`src/logic/rv_exec_pkg.sv`:
```
// Execute path package: instruction views, ALU control, branch flags and stage items
`default_nettype none

package rv_exec_pkg;

  localparam logic [6:0] OPC_OP        = 7'b0110011;
  localparam logic [6:0] OPC_OP_IMM    = 7'b0010011;
  localparam logic [6:0] OPC_OP_32     = 7'b0111011;
  localparam logic [6:0] OPC_OP_IMM_32 = 7'b0011011;
  localparam logic [6:0] OPC_LUI       = 7'b0110111;
  localparam logic [6:0] OPC_AUIPC     = 7'b0010111;
  localparam logic [6:0] OPC_BRANCH    = 7'b1100011;
  localparam logic [6:0] OPC_JAL       = 7'b1101111;
  localparam logic [6:0] OPC_JALR      = 7'b1100111;

  typedef struct packed {
    logic [6:0] funct7;
    logic [4:0] rs2;
    logic [4:0] rs1;
    logic [2:0] funct3;
    logic [4:0] rd;
    logic [6:0] opcode;
  } instr_r_t;

  typedef struct packed {
    logic [11:0] imm12;
    logic [4:0]  rs1;
    logic [2:0]  funct3;
    logic [4:0]  rd;
    logic [6:0]  opcode;
  } instr_i_t;

  // same 32-bit word, read as R-type or I-type
  typedef union packed {
    instr_r_t r;
    instr_i_t i;
  } instr_u;

  // one-hot operation enables, is_word in bit 0
  typedef struct packed {
    logic op_add;
    logic op_sub;
    logic op_slt;
    logic op_sltu;
    logic op_xor;
    logic op_or;
    logic op_and;
    logic op_sll;
    logic op_srl;
    logic op_sra;
    logic op_andn;
    logic op_wri;
    logic is_word;
  } alu_ctrl_t;

  typedef struct packed {
    logic eq;
    logic ne;
    logic lt;
    logic ge;
    logic ltu;
    logic geu;
  } bj_flags_t;

  typedef struct packed {
    logic none;
    logic beq;
    logic bne;
    logic blt;
    logic bge;
    logic bltu;
    logic bgeu;
    logic jal;
    logic jalr;
  } br_kind_t;

  typedef struct packed {
    logic        valid;
    alu_ctrl_t   ctrl;
    logic [63:0] op1;
    logic [63:0] op2;
    logic [63:0] rs1_val;
    logic [63:0] imm;
    logic [63:0] pc;
    logic [4:0]  rd;
    logic        wen;
    br_kind_t    br;
  } dec_item_t;

  typedef struct packed {
    logic        valid;
    logic [4:0]  rd;
    logic        wen;
    logic [63:0] data;
  } wb_t;

  typedef struct packed {
    logic        taken;
    logic [63:0] target;
  } redirect_t;

endpackage

`default_nettype wire

```
`src/logic/rv_decode.sv`:
```
// Decode stage: classifies the instruction, builds ALU control and operands, one cycle
`timescale 1ns/1ps
`default_nettype none

module rv_decode
  import rv_exec_pkg::*;
(
  input  logic        clk,
  input  logic        arst_n,
  input  logic        in_valid,
  input  instr_u      instr,
  input  logic [63:0] pc,
  input  logic [63:0] rs1_data,
  input  logic [63:0] rs2_data,
  output dec_item_t   dec_q
);

  logic [31:0] raw;
  logic [6:0]  opc;
  logic [2:0]  f3;
  logic        reg_form;
  logic        alt;
  logic        word_ok;
  logic [63:0] imm_i;
  logic [63:0] imm_u;
  logic [63:0] imm_b;
  logic [63:0] imm_j;
  alu_ctrl_t   arith;
  dec_item_t   d;
  logic        valid_q;
  logic        wen_q;
  alu_ctrl_t   ctrl_q;
  br_kind_t    br_q;
  logic [63:0] op1_q;
  logic [63:0] op2_q;
  logic [63:0] rs1_q;
  logic [63:0] imm_q;
  logic [63:0] pc_q;
  logic [4:0]  rd_q;

  assign raw      = instr;
  assign opc      = instr.r.opcode;
  assign f3       = instr.r.funct3;
  assign reg_form = (opc == OPC_OP) || (opc == OPC_OP_32);
  // funct7[5] and imm12[10] are the same bit, picked by format
  assign alt      = reg_form ? instr.r.funct7[5] : instr.i.imm12[10];
  assign word_ok  = (f3 == 3'b000) || (f3 == 3'b001) || (f3 == 3'b101);

  assign imm_i = {{52{instr.i.imm12[11]}}, instr.i.imm12};
  assign imm_u = {{32{raw[31]}}, raw[31:12], 12'h000};
  assign imm_b = {{51{raw[31]}}, raw[31], raw[7], raw[30:25], raw[11:8], 1'b0};
  assign imm_j = {{43{raw[31]}}, raw[31], raw[19:12], raw[20], raw[30:21], 1'b0};

  always_comb begin
    arith         = '0;
    arith.is_word = (opc == OPC_OP_32) || (opc == OPC_OP_IMM_32);
    case (f3)
      3'b000:  if (reg_form && alt) arith.op_sub = 1'b1; else arith.op_add = 1'b1;
      3'b001:  arith.op_sll = 1'b1;
      3'b010:  arith.op_slt = 1'b1;
      3'b011:  arith.op_sltu = 1'b1;
      3'b100:  arith.op_xor = 1'b1;
      3'b101:  if (alt) arith.op_sra = 1'b1; else arith.op_srl = 1'b1;
      3'b110:  arith.op_or = 1'b1;
      default: if (reg_form && alt) arith.op_andn = 1'b1; else arith.op_and = 1'b1;
    endcase
  end

  always_comb begin
    d         = '0;
    d.valid   = in_valid;
    d.op1     = rs1_data;
    d.op2     = rs2_data;
    d.rs1_val = rs1_data;
    d.imm     = imm_i;
    d.pc      = pc;
    d.rd      = instr.r.rd;
    d.br.none = 1'b1;
    case (opc)
      OPC_OP, OPC_OP_IMM: begin
        d.ctrl = arith;
        d.wen  = 1'b1;
      end
      OPC_OP_32, OPC_OP_IMM_32: begin
        d.ctrl = word_ok ? arith : '0;
        d.wen  = word_ok;
      end
      OPC_LUI: begin
        d.ctrl.op_wri = 1'b1;
        d.op1         = imm_u;
        d.imm         = imm_u;
        d.wen         = 1'b1;
      end
      OPC_AUIPC: begin
        d.ctrl.op_add = 1'b1;
        d.op1         = pc;
        d.imm         = imm_u;
        d.wen         = 1'b1;
      end
      OPC_BRANCH: begin
        d.ctrl.op_sub = 1'b1;
        d.imm         = imm_b;
        d.br.beq      = (f3 == 3'b000);
        d.br.bne      = (f3 == 3'b001);
        d.br.blt      = (f3 == 3'b100);
        d.br.bge      = (f3 == 3'b101);
        d.br.bltu     = (f3 == 3'b110);
        d.br.bgeu     = (f3 == 3'b111);
        // funct3 010 and 011 are not branches
        d.br.none     = (f3 == 3'b010) || (f3 == 3'b011);
      end
      OPC_JAL, OPC_JALR: begin
        // link value pc + 4 comes out of the ALU
        d.ctrl.op_add = 1'b1;
        d.op1         = pc;
        d.imm         = (opc == OPC_JAL) ? imm_j : imm_i;
        d.wen         = 1'b1;
        d.br.none     = 1'b0;
        d.br.jal      = (opc == OPC_JAL);
        d.br.jalr     = (opc == OPC_JALR);
      end
      default: ;
    endcase
    // immediate forms take imm as the second operand
    if (opc == OPC_OP_IMM || opc == OPC_OP_IMM_32) d.op2 = imm_i;
    if (opc == OPC_AUIPC) d.op2 = imm_u;
    if (opc == OPC_JAL || opc == OPC_JALR) d.op2 = 64'd4;
  end

  always_ff @(posedge clk or negedge arst_n) begin
    if (!arst_n) begin
      valid_q <= 1'b0;
      wen_q   <= 1'b0;
      ctrl_q  <= '0;
      br_q    <= '{none: 1'b1, default: 1'b0};
    end else begin
      valid_q <= d.valid;
      wen_q   <= d.wen;
      ctrl_q  <= d.ctrl;
      br_q    <= d.br;
    end
  end

  always_ff @(posedge clk) begin
    op1_q <= d.op1;
    op2_q <= d.op2;
    rs1_q <= d.rs1_val;
    imm_q <= d.imm;
    pc_q  <= d.pc;
    rd_q  <= d.rd;
  end

  assign dec_q = '{valid: valid_q, ctrl: ctrl_q, op1: op1_q, op2: op2_q, rs1_val: rs1_q,
                   imm: imm_q, pc: pc_q, rd: rd_q, wen: wen_q, br: br_q};

  // bit 0 of ctrl is is_word, the rest are the operation enables
  a_ctrl_onehot: assert property (@(posedge clk) disable iff (!arst_n)
    dec_q.valid |-> $onehot0(dec_q.ctrl[12:1]))
    else $error("decode: more than one ALU enable set");

endmodule

`default_nettype wire

```
`src/logic/rv_alu.sv`:
```
// Execute ALU: 64-bit integer operations on one shifter and one adder, plus branch flags
`timescale 1ns/1ps
`default_nettype none

module rv_alu
  import rv_exec_pkg::*;
(
  input  alu_ctrl_t   ctrl,
  input  logic [63:0] op1,
  input  logic [63:0] op2,
  output logic [63:0] res,
  output bj_flags_t   flags
);

  function automatic logic [63:0] bit_rev(input logic [63:0] v);
    logic [63:0] r;
    for (int k = 0; k < 64; k++) begin
      r[k] = v[63-k];
    end
    return r;
  endfunction

  logic        op_shift;
  logic        op_right;
  logic [63:0] sh_src;
  logic [63:0] sh_in;
  logic [5:0]  sh_amt;
  logic [63:0] sh_out;
  logic [63:0] srl_res;
  logic [63:0] sra_mask;
  logic [63:0] sra_fill;
  logic [63:0] sra_res;
  logic        sub_mode;
  logic        ext;
  logic [64:0] add_a;
  logic [64:0] add_b;
  logic [64:0] sum;
  logic        sign_diff;
  logic        lt;
  logic        ltu;
  logic        eq;
  logic [63:0] xor_res;
  logic [63:0] raw_res;

  assign op_shift = ctrl.op_sll | ctrl.op_srl | ctrl.op_sra;
  assign op_right = ctrl.op_srl | ctrl.op_sra;

  // word shifts only see the low half of op1
  assign sh_src = ctrl.is_word ? {32'h0, op1[31:0]} : op1;
  // right shifts run through the left shifter on bit-reversed data
  assign sh_in  = {64{op_shift}} & (op_right ? bit_rev(sh_src) : sh_src);
  assign sh_amt = {6{op_shift}} & (ctrl.is_word ? {1'b0, op2[4:0]} : op2[5:0]);
  assign sh_out = sh_in << sh_amt;

  assign srl_res  = bit_rev(sh_out);
  // mask keeps the shifted bits, the rest gets the sign
  assign sra_mask = (ctrl.is_word ? 64'h0000_0000_ffff_ffff : {64{1'b1}}) >> sh_amt;
  assign sra_fill = ctrl.is_word ? {32'h0, {32{op1[31]}}} : {64{op1[63]}};
  assign sra_res  = (srl_res & sra_mask) | (sra_fill & ~sra_mask);

  // the adder subtracts for anything but add, so its carry carries the compare
  assign sub_mode = ~ctrl.op_add;
  // sltu compares zero-extended operands
  assign ext      = ~ctrl.op_sltu;
  assign add_a    = {ext & op1[63], op1};
  assign add_b    = {ext & op2[63], op2};
  assign sum      = add_a + (sub_mode ? ~add_b : add_b) + {64'h0, sub_mode};

  // carry gives one compare, the other follows from the operand signs
  assign sign_diff = op1[63] ^ op2[63];
  assign lt        = ext ? sum[64] : (sign_diff ? op1[63] : sum[64]);
  assign ltu       = ext ? (sign_diff ? op2[63] : sum[64]) : sum[64];

  assign xor_res = op1 ^ op2;
  assign eq      = ~|xor_res;

  assign raw_res = ({64{ctrl.op_add | ctrl.op_sub}} & sum[63:0])
                 | ({64{ctrl.op_slt}}  & {63'h0, lt})
                 | ({64{ctrl.op_sltu}} & {63'h0, ltu})
                 | ({64{ctrl.op_xor}}  & xor_res)
                 | ({64{ctrl.op_or}}   & (op1 | op2))
                 | ({64{ctrl.op_and}}  & (op1 & op2))
                 | ({64{ctrl.op_andn}} & (op1 & ~op2))
                 | ({64{ctrl.op_sll}}  & sh_out)
                 | ({64{ctrl.op_srl}}  & srl_res)
                 | ({64{ctrl.op_sra}}  & sra_res)
                 | ({64{ctrl.op_wri}}  & op1);

  assign res = ctrl.is_word ? {{32{raw_res[31]}}, raw_res[31:0]} : raw_res;

  assign flags = '{eq: eq, ne: ~eq, lt: lt, ge: ~lt, ltu: ltu, geu: ~ltu};

  // the reversed left shift must equal a plain right shift
  a_right_shift: assert #0 (!op_right || (srl_res == (sh_src >> sh_amt)))
    else $error("alu: right shift through the left shifter is wrong");

endmodule

`default_nettype wire

```
`src/logic/rv_result.sv`:
```
// Result stage: registers write-back, branch decision and next PC, one cycle
`timescale 1ns/1ps
`default_nettype none

module rv_result
  import rv_exec_pkg::*;
(
  input  logic        clk,
  input  logic        arst_n,
  input  dec_item_t   dec,
  input  logic [63:0] alu_res,
  input  bj_flags_t   flags,
  output wb_t         wb,
  output redirect_t   redir
);

  logic        cond;
  logic        taken_d;
  logic [63:0] base;
  logic [63:0] sum;
  logic [63:0] target_d;
  logic        valid_q;
  logic        wen_q;
  logic [4:0]  rd_q;
  logic [63:0] data_q;
  redirect_t   redir_q;

  // pick the flag named by the branch kind, jumps always go
  assign cond = (dec.br.beq  & flags.eq)
              | (dec.br.bne  & flags.ne)
              | (dec.br.blt  & flags.lt)
              | (dec.br.bge  & flags.ge)
              | (dec.br.bltu & flags.ltu)
              | (dec.br.bgeu & flags.geu)
              | dec.br.jal
              | dec.br.jalr;
  assign taken_d = dec.valid & ~dec.br.none & cond;

  assign base     = dec.br.jalr ? dec.rs1_val : dec.pc;
  assign sum      = base + dec.imm;
  // jalr target has bit 0 cleared
  assign target_d = taken_d ? {sum[63:1], sum[0] & ~dec.br.jalr} : 64'h0;

  always_ff @(posedge clk or negedge arst_n) begin
    if (!arst_n) begin
      valid_q <= 1'b0;
      wen_q   <= 1'b0;
      redir_q <= '0;
    end else begin
      valid_q <= dec.valid;
      // x0 is never written
      wen_q   <= dec.valid & dec.wen & (dec.rd != 5'd0);
      redir_q <= '{taken: taken_d, target: target_d};
    end
  end

  always_ff @(posedge clk) begin
    rd_q   <= dec.rd;
    data_q <= alu_res;
  end

  assign wb    = '{valid: valid_q, rd: rd_q, wen: wen_q, data: data_q};
  assign redir = redir_q;

  // a valid item names exactly one branch kind, none included
  a_br_onehot: assert property (@(posedge clk) disable iff (!arst_n)
    dec.valid |-> $onehot(dec.br))
    else $error("result: branch kind of a valid item is not one-hot");

endmodule

`default_nettype wire

```
`src/logic/rv_exec_top.sv`:
```
// Integer execute path: decode, ALU and result stage with a fixed two-cycle latency
`timescale 1ns/1ps
`default_nettype none

module rv_exec_top
  import rv_exec_pkg::*;
(
  input  logic        clk,
  input  logic        arst_n,
  input  logic        in_valid,
  input  instr_u      instr,
  input  logic [63:0] pc,
  input  logic [63:0] rs1_data,
  input  logic [63:0] rs2_data,
  output wb_t         wb,
  output redirect_t   redir
);

  dec_item_t   dec_q;
  logic [63:0] alu_res;
  bj_flags_t   flags;

  rv_decode u_decode (
    .clk      (clk),
    .arst_n   (arst_n),
    .in_valid (in_valid),
    .instr    (instr),
    .pc       (pc),
    .rs1_data (rs1_data),
    .rs2_data (rs2_data),
    .dec_q    (dec_q)
  );

  rv_alu u_alu (
    .ctrl  (dec_q.ctrl),
    .op1   (dec_q.op1),
    .op2   (dec_q.op2),
    .res   (alu_res),
    .flags (flags)
  );

  rv_result u_result (
    .clk     (clk),
    .arst_n  (arst_n),
    .dec     (dec_q),
    .alu_res (alu_res),
    .flags   (flags),
    .wb      (wb),
    .redir   (redir)
  );

  // every accepted instruction leaves exactly two edges later
  a_latency: assert property (@(posedge clk) disable iff (!arst_n)
    in_valid |-> ##2 wb.valid)
    else $error("top: result missing two cycles after issue");

endmodule

`default_nettype wire

```
`config.mk`:
```
export PLATFORM = sky130hd
export DESIGN_NAME = rv_exec_top
export DESIGN_NICKNAME = d
export VERILOG_FILES = /design/src/logic/rv_exec_pkg.sv /design/src/logic/rv_decode.sv /design/src/logic/rv_alu.sv /design/src/logic/rv_result.sv /design/src/logic/rv_exec_top.sv
export SDC_FILE = /design/constraint.sdc
export NUM_CORES = 2
export LEC_CHECK = 0
export ABC_AREA = 1
export BUFFER_PORTS_ARGS = -buffer_cell sky130_fd_sc_hd__buf_4
export CELL_PAD_IN_SITES_DETAIL_PLACEMENT = 0
export CELL_PAD_IN_SITES_GLOBAL_PLACEMENT = 2
export CORE_MARGIN = 4
export CORE_UTILIZATION = 33
export DETAILED_ROUTE_END_ITERATION = 12
export PLACE_DENSITY_LB_ADDON = 0.3
export SETUP_SLACK_MARGIN = 0.2
export SLEW_MARGIN = 20
export SYNTH_ARGS = -nofsm -noshare
export SYNTH_HDL_FRONTEND = slang
export SYNTH_HIERARCHICAL = 1
export SYNTH_SLANG_ARGS = --single-unit
```
`constraint.sdc`:
```
create_clock -name clk -period 5.4 [get_ports clk]
set_input_delay 0.27 -clock clk [delete_from_list [all_inputs] [get_ports clk]]
set_output_delay 0.27 -clock clk [all_outputs]
set_load 0.02 [all_outputs]
```
Word level (Yosys, flattened, before mapping)
Cells that the tools add are included.
- register bits: 453
- input bits: 227
- output and inout bits: 136
- word-level logic and storage cells: 183
- add/sub/neg operators: 3
- eq/ne operators: 16
- shift-type cells: 2
- muxes and demuxes: 41
- bitwise logic cells: 64
- reduce and logical (&&, ||, !) cells: 20
- operators with widths (operator ; count):
    $and 64x64->64 ; 14
    $or 64x64->64 ; 12
    $mux 64 ; 9
    $and 64x1->64 ; 2
    $not 64->64 ; 2
    $pmux 64 s2 ; 1
    $pmux 31 s3 ; 1
    $add 65x1->65 ; 1
    $add 65x65->65 ; 1
    $mux 65 ; 1
    $not 65->65 ; 1
    $add 64x64->64 ; 1
    $reduce_or 64->1 ; 1
    $shl 64x6->64 ; 1
    $shr 64x6->64 ; 1
    $xor 64x64->64 ; 1
    $eq 7x5->1 const B ; 3
    $eq 7x6->1 const B ; 3
    $eq 7x7->1 const B ; 3
    $mux 20 ; 1
    $pmux 9 s2 ; 1
    $mux 1 ; 15
    $and 1x1->1 ; 13
    $mux 13 ; 1
    20 further kinds ; 56

Longest topological paths before layout
- depth after elaboration: 20
- gate-level depth with buffers: 30
- mapped depth without buffers: 26

By module
The synthesis kept the hierarchy.
- by module, submodules not included (module ; times used ; cells each ; area an instance (um^2) ; seq. area each (um^2)):
    rv_alu ; 1 ; 3659 ; 18960.7 ; 0.0
    rv_result ; 1 ; 1697 ; 10139.7 ; 3057.9
    rv_decode ; 1 ; 964 ; 9375.2 ; 6467.5

Least setup slack after synthesis
No wires, ideal clock.
- path kind: register to register
- start: register u_decode.ctrl_q (netlist bit u_decode/dec_q[347])
- end: register u_result.redir_q (netlist bit u_result/redir[55])
- arrival: 3.700 ns
- data required time: 5.268 ns
- path slack: 1.568 ns
- stages on the path, launching flop included: 29
- buffers on the path: 4
- clock period less this slack: 3.832 ns
- cell sequence: dfrtp_1 > clkbuf_1 > clkbuf_1 > xnor2_1 > fa_1 > nand3_1 > nand2_1 > nand2_1 > nand2_1 > nand2_1 > nand2_1 > nand2_1 > nand2_1 > nand2_1 > nand2_1 > nand2_1 > nand3_1 > nand2_1 > inv_1 > buf_4 > nand2_1 > nand4_1 > a21oi_1 > nand4_1 > nand2_1 > nor2_2 > inv_1 > clkbuf_1 > nor2_1
- RTL lines (what ; line ; RTL):
    start, declared ; rv_decode.sv:32 ; alu_ctrl_t ctrl_q;
    start signal, assigned ; rv_decode.sv:139 ; ctrl_q <= d.ctrl;
    end signal, assigned ; rv_result.sv:53 ; redir_q <= '{taken: taken_d, target: target_d};
    end, declared ; rv_result.sv:26 ; redirect_t redir_q;

==> results.sh <==
export IMPL_status="finished clean"
export IMPL_rsz0062_at_grt="false"
export IMPL_drtPass1Iterations=9
export IMPL_cts_buffers=55
export IMPL_numPortBuffers=362
export IMPL_startpoint_type="register"
export IMPL_drv_slew=0
export IMPL_yosysSeqAreaShare_pct=24.8
export IMPL_ys_types=63
export IMPL_slowest_delay_ns=0.66
export IMPL_vdd_drop_max_uv=307
export IMPL_syn_area_sq_mm=0.0385
export IMPL_syn_num_nets=6867
export IMPL_nNetsFinal=7391
export IMPL_drtIter0Drc=5605
export IMPL_slew_headroom_pct=19.0
export IMPL_crit_chain="buf_12 > xnor2_1 > ha_1 > inv_1 > o21ai_0 > nor2_1 > nor2_1 > nor3_1 > nand2_1 > nor2_1 > nand3b_1 > nand3_1 > nand2_1 > inv_1 > nand2_1 > nand4_1 > a21oi_1 > nand4_1 > nand2_1 > nor2_4 > buf_12 > o21ai_0 > a21oi_1"
export IMPL_crit_path_end_kind="register"
export IMPL_dieHeight_um=349
export IMPL_grt_pass1_wl_mm=338
export IMPL_drt_total_wl_mm=245
export IMPL_ys_flop_type="dfxtp_1"
export IMPL_htreeDepth=2
export IMPL_initial_core_util_pct=33.2
export IMPL_antenna_found_initial=21
export IMPL_grt_max_degree=69
export IMPL_grt_overflow=0
export IMPL_synth_warnings=6
export IMPL_rows=125
export IMPL_drc=0
export IMPL_power_density_mw_per_mm2=224
export IMPL_cts_resized=0
export IMPL_final_cell_mix="2206 x nand2_1, 746 x nand3_1, 704 x inv_1"
export IMPL_clock_path_buffers=3
export IMPL_fmax_mhz=205
export IMPL_cts_num_sinks=453
export IMPL_clk_pin_slew_ns=0.07
export IMPL_async_flop_share_pct=20.1
export IMPL_critPathKind="register to register"
export IMPL_cp_common_cell="nand2_1"
export IMPL_synth_edf_count=0
export IMPL_layout_commonest_cell="nand2_1"
export IMPL_synth_top_area_cell="nand2_1"
export IMPL_ys_ff_latch=453
export IMPL_ys_top_cells_by_area="nand2_1 22%, dfxtp_1 19%, ha_1 10%"
export IMPL_wire_per_inst_um=29.1
export IMPL_grt_pass1_vias=43458
export IMPL_finalHoldViolations=0
export IMPL_totalPowerFinal_uw=10600
export IMPL_drive_above_1_share_pct=11.2
export IMPL_critPathArrivalTime_ns=5.50
export IMPL_cp_max_fo=36
export IMPL_root_buffer="clkbuf_16"
export IMPL_design_die_area_sq_mm=0.122
export IMPL_syn_area_per_cell_sq_um=6.09
export IMPL_ff_latch_area_sq_mm=0.00954
export IMPL_ios=363
export IMPL_required_ns=6.01
export IMPL_dp_hpwl_mm=204
export IMPL_netlist_instances=6320
export IMPL_worst_pin_slew_ns=1.22
export IMPL_skew_ns=0.0418
export IMPL_cts_setup_buffers=0
export IMPL_leakage_uw=0.0247
export IMPL_hold_buffers=216
export IMPL_synth_top_area_share_pct=21.5
export IMPL_maxCapViolCount=0
export IMPL_min_period_over_period_pct=90.5
export IMPL_hp_class="input port to register"
export IMPL_clk_insertion_delay_late_ns=0.69
export IMPL_finalCriticalPeriod_ns=4.89
export IMPL_n_fill_cell=12661
export IMPL_gp_congestion=1.07
export IMPL_core_area_sq_mm=0.116
export IMPL_track_usage_pct=38.9
export IMPL_cts_tree="built"
export IMPL_cp_slowest_cell="dfrtp_4"
export IMPL_avgViaCountPerCell=5.50
export IMPL_antenna_left=0
export IMPL_setup_tns_ns=0
export IMPL_setup_violations=0
export IMPL_vias=46346
export IMPL_multi_input_area_sq_mm=0.0248
export IMPL_fp_dieW_um=349
export IMPL_area_delta_synth_final_pct=22.7
-- routing by layer --
metal  part of all wire, %  global-route usage, %  wire length, um
met1                    44                   53.8           108000
met5                 0.028                      0               69
met4                   4.3                   14.2            10600
met3                   9.0                   7.73            22000
met2                    43                   59.7           104000
-- Yosys cell counts (3+ instances only) --
master	count
nand2_1	2207
nand3_1	746
inv_1	705
nor2_1	497
dfxtp_1	362
ha_1	318
a21oi_1	265
o21ai_0	245
clkbuf_1	107
dfrtp_1	90
xnor2_1	79
nand4_1	76
buf_2	61
buf_4	59
a221oi_1	41
nand2_2	41
nor3_1	39
buf_1	34
o221ai_1	33
o211ai_1	29
nor2_2	28
nor4_1	26
o21bai_1	23
inv_2	21
o21ai_1	21
buf_6	17
nand3b_1	16
nand3_2	15
a211oi_1	12
a31oi_1	12
or2_2	12
a21boi_0	10
o2111ai_1	10
o21a_1	6
and3_1	5
nor2_4	5
o22ai_1	5
and2_1	4
a21o_1	3
nor3_2	3
-- logic make-up after synthesis --
family	Yosys count	synth area share, %
and+or+nand+nor	3730	41.0
AOI/OAI and AO/OA	730	11.1
DFF	453	24.8
xor gates and xnor gates	81	1.84
adders and majority gates	320	10.4
buffers and inverters	1006	10.9
-- per-stage QoR --
step / std cells / cell area, sq um / util, % / setup slack (ns) / hold slack, ns
after global routing: 8418 / 47200 / 40.7 / 0.280 / 0.0522
after global placement: 8091 / 43100 / 37.1 / 0.638 / 0.293
final: 8431 / 47200 / 40.7 / 0.515 / 0.0671
after floorplan: 6320 / 38500 / - / 1.57 / -0.0256
after CTS: 8415 / 47100 / 40.7 / 0.580 / 0.00127
after detailed placement: 8095 / 43100 / 37.2 / 0.604 / 0.294
-- worst max-delay path, delay by kind of cell (launching register included) --
kind,cells,cell delay (ns)
AOI/OAI and AO/OA,4,0.44
adders and majority gates,1,0.42
buffers and inverters,4,0.83
DFF,1,0.66
xor gates and xnor gates,1,0.13
and+or+nand+nor,13,2.26
-- registers in the layout, indices dropped and copies added (netlist names) --
| signal | count |
|---|---|
| u_result/redir | 65 |
| u_decode/op1_q | 64 |
| u_decode/op2_q | 64 |
| u_decode/pc_q | 64 |
| u_decode/rs1_q | 64 |
| u_result/data_q | 64 |
| u_decode/imm_q | 32 |
| u_decode/dec_q | 22 |
| u_decode/rd_q | 5 |
| u_result/rd_q | 5 |
| u_decode/valid_q | 1 |
| u_decode/wen_q | 1 |
| u_result/valid_q | 1 |
| u_result/wen_q | 1 |
-- worst paths after layout --
path / endpoint / cells after the start / start / slack (ns)
min reg2reg: u_result/rd_q[2] / 0 / u_decode/rd_q[2] / 0.35
max: u_result/redir[22] / 23 / u_decode/dec_q[347] / 0.51
min in group asynchronous: u_result/redir[60] / 2 / arst_n / 0.11
max reg2reg: u_result/redir[22] / 23 / u_decode/dec_q[347] / 0.51
min: u_decode/op2_q[17] / 5 / rs2_data[17] / 0.07
max in group asynchronous: u_decode/dec_q[341] / 3 / arst_n / 4.00
-- final cells by class --
cell class                      count  area share [%]
Antenna cell                       16          0.0848
Clock buffer                       82            3.45
Clock inverter                     22           0.594
Inverter                          727            5.78
Multi-Input combinational cell   4861            52.6
Sequential cell                   453            20.2
Tap cell                         1524            4.04
Timing Repair Buffer              746            13.3
-- report_power, final --
group	switching [uW]	internal (uW)	leakage [uW]
clock	1700	2260	0.000926
sequential	204	3510	0.00429
combinational	1960	930	0.0195
total	3860	6690	0.0247
(Power assumes the default switching activity.)
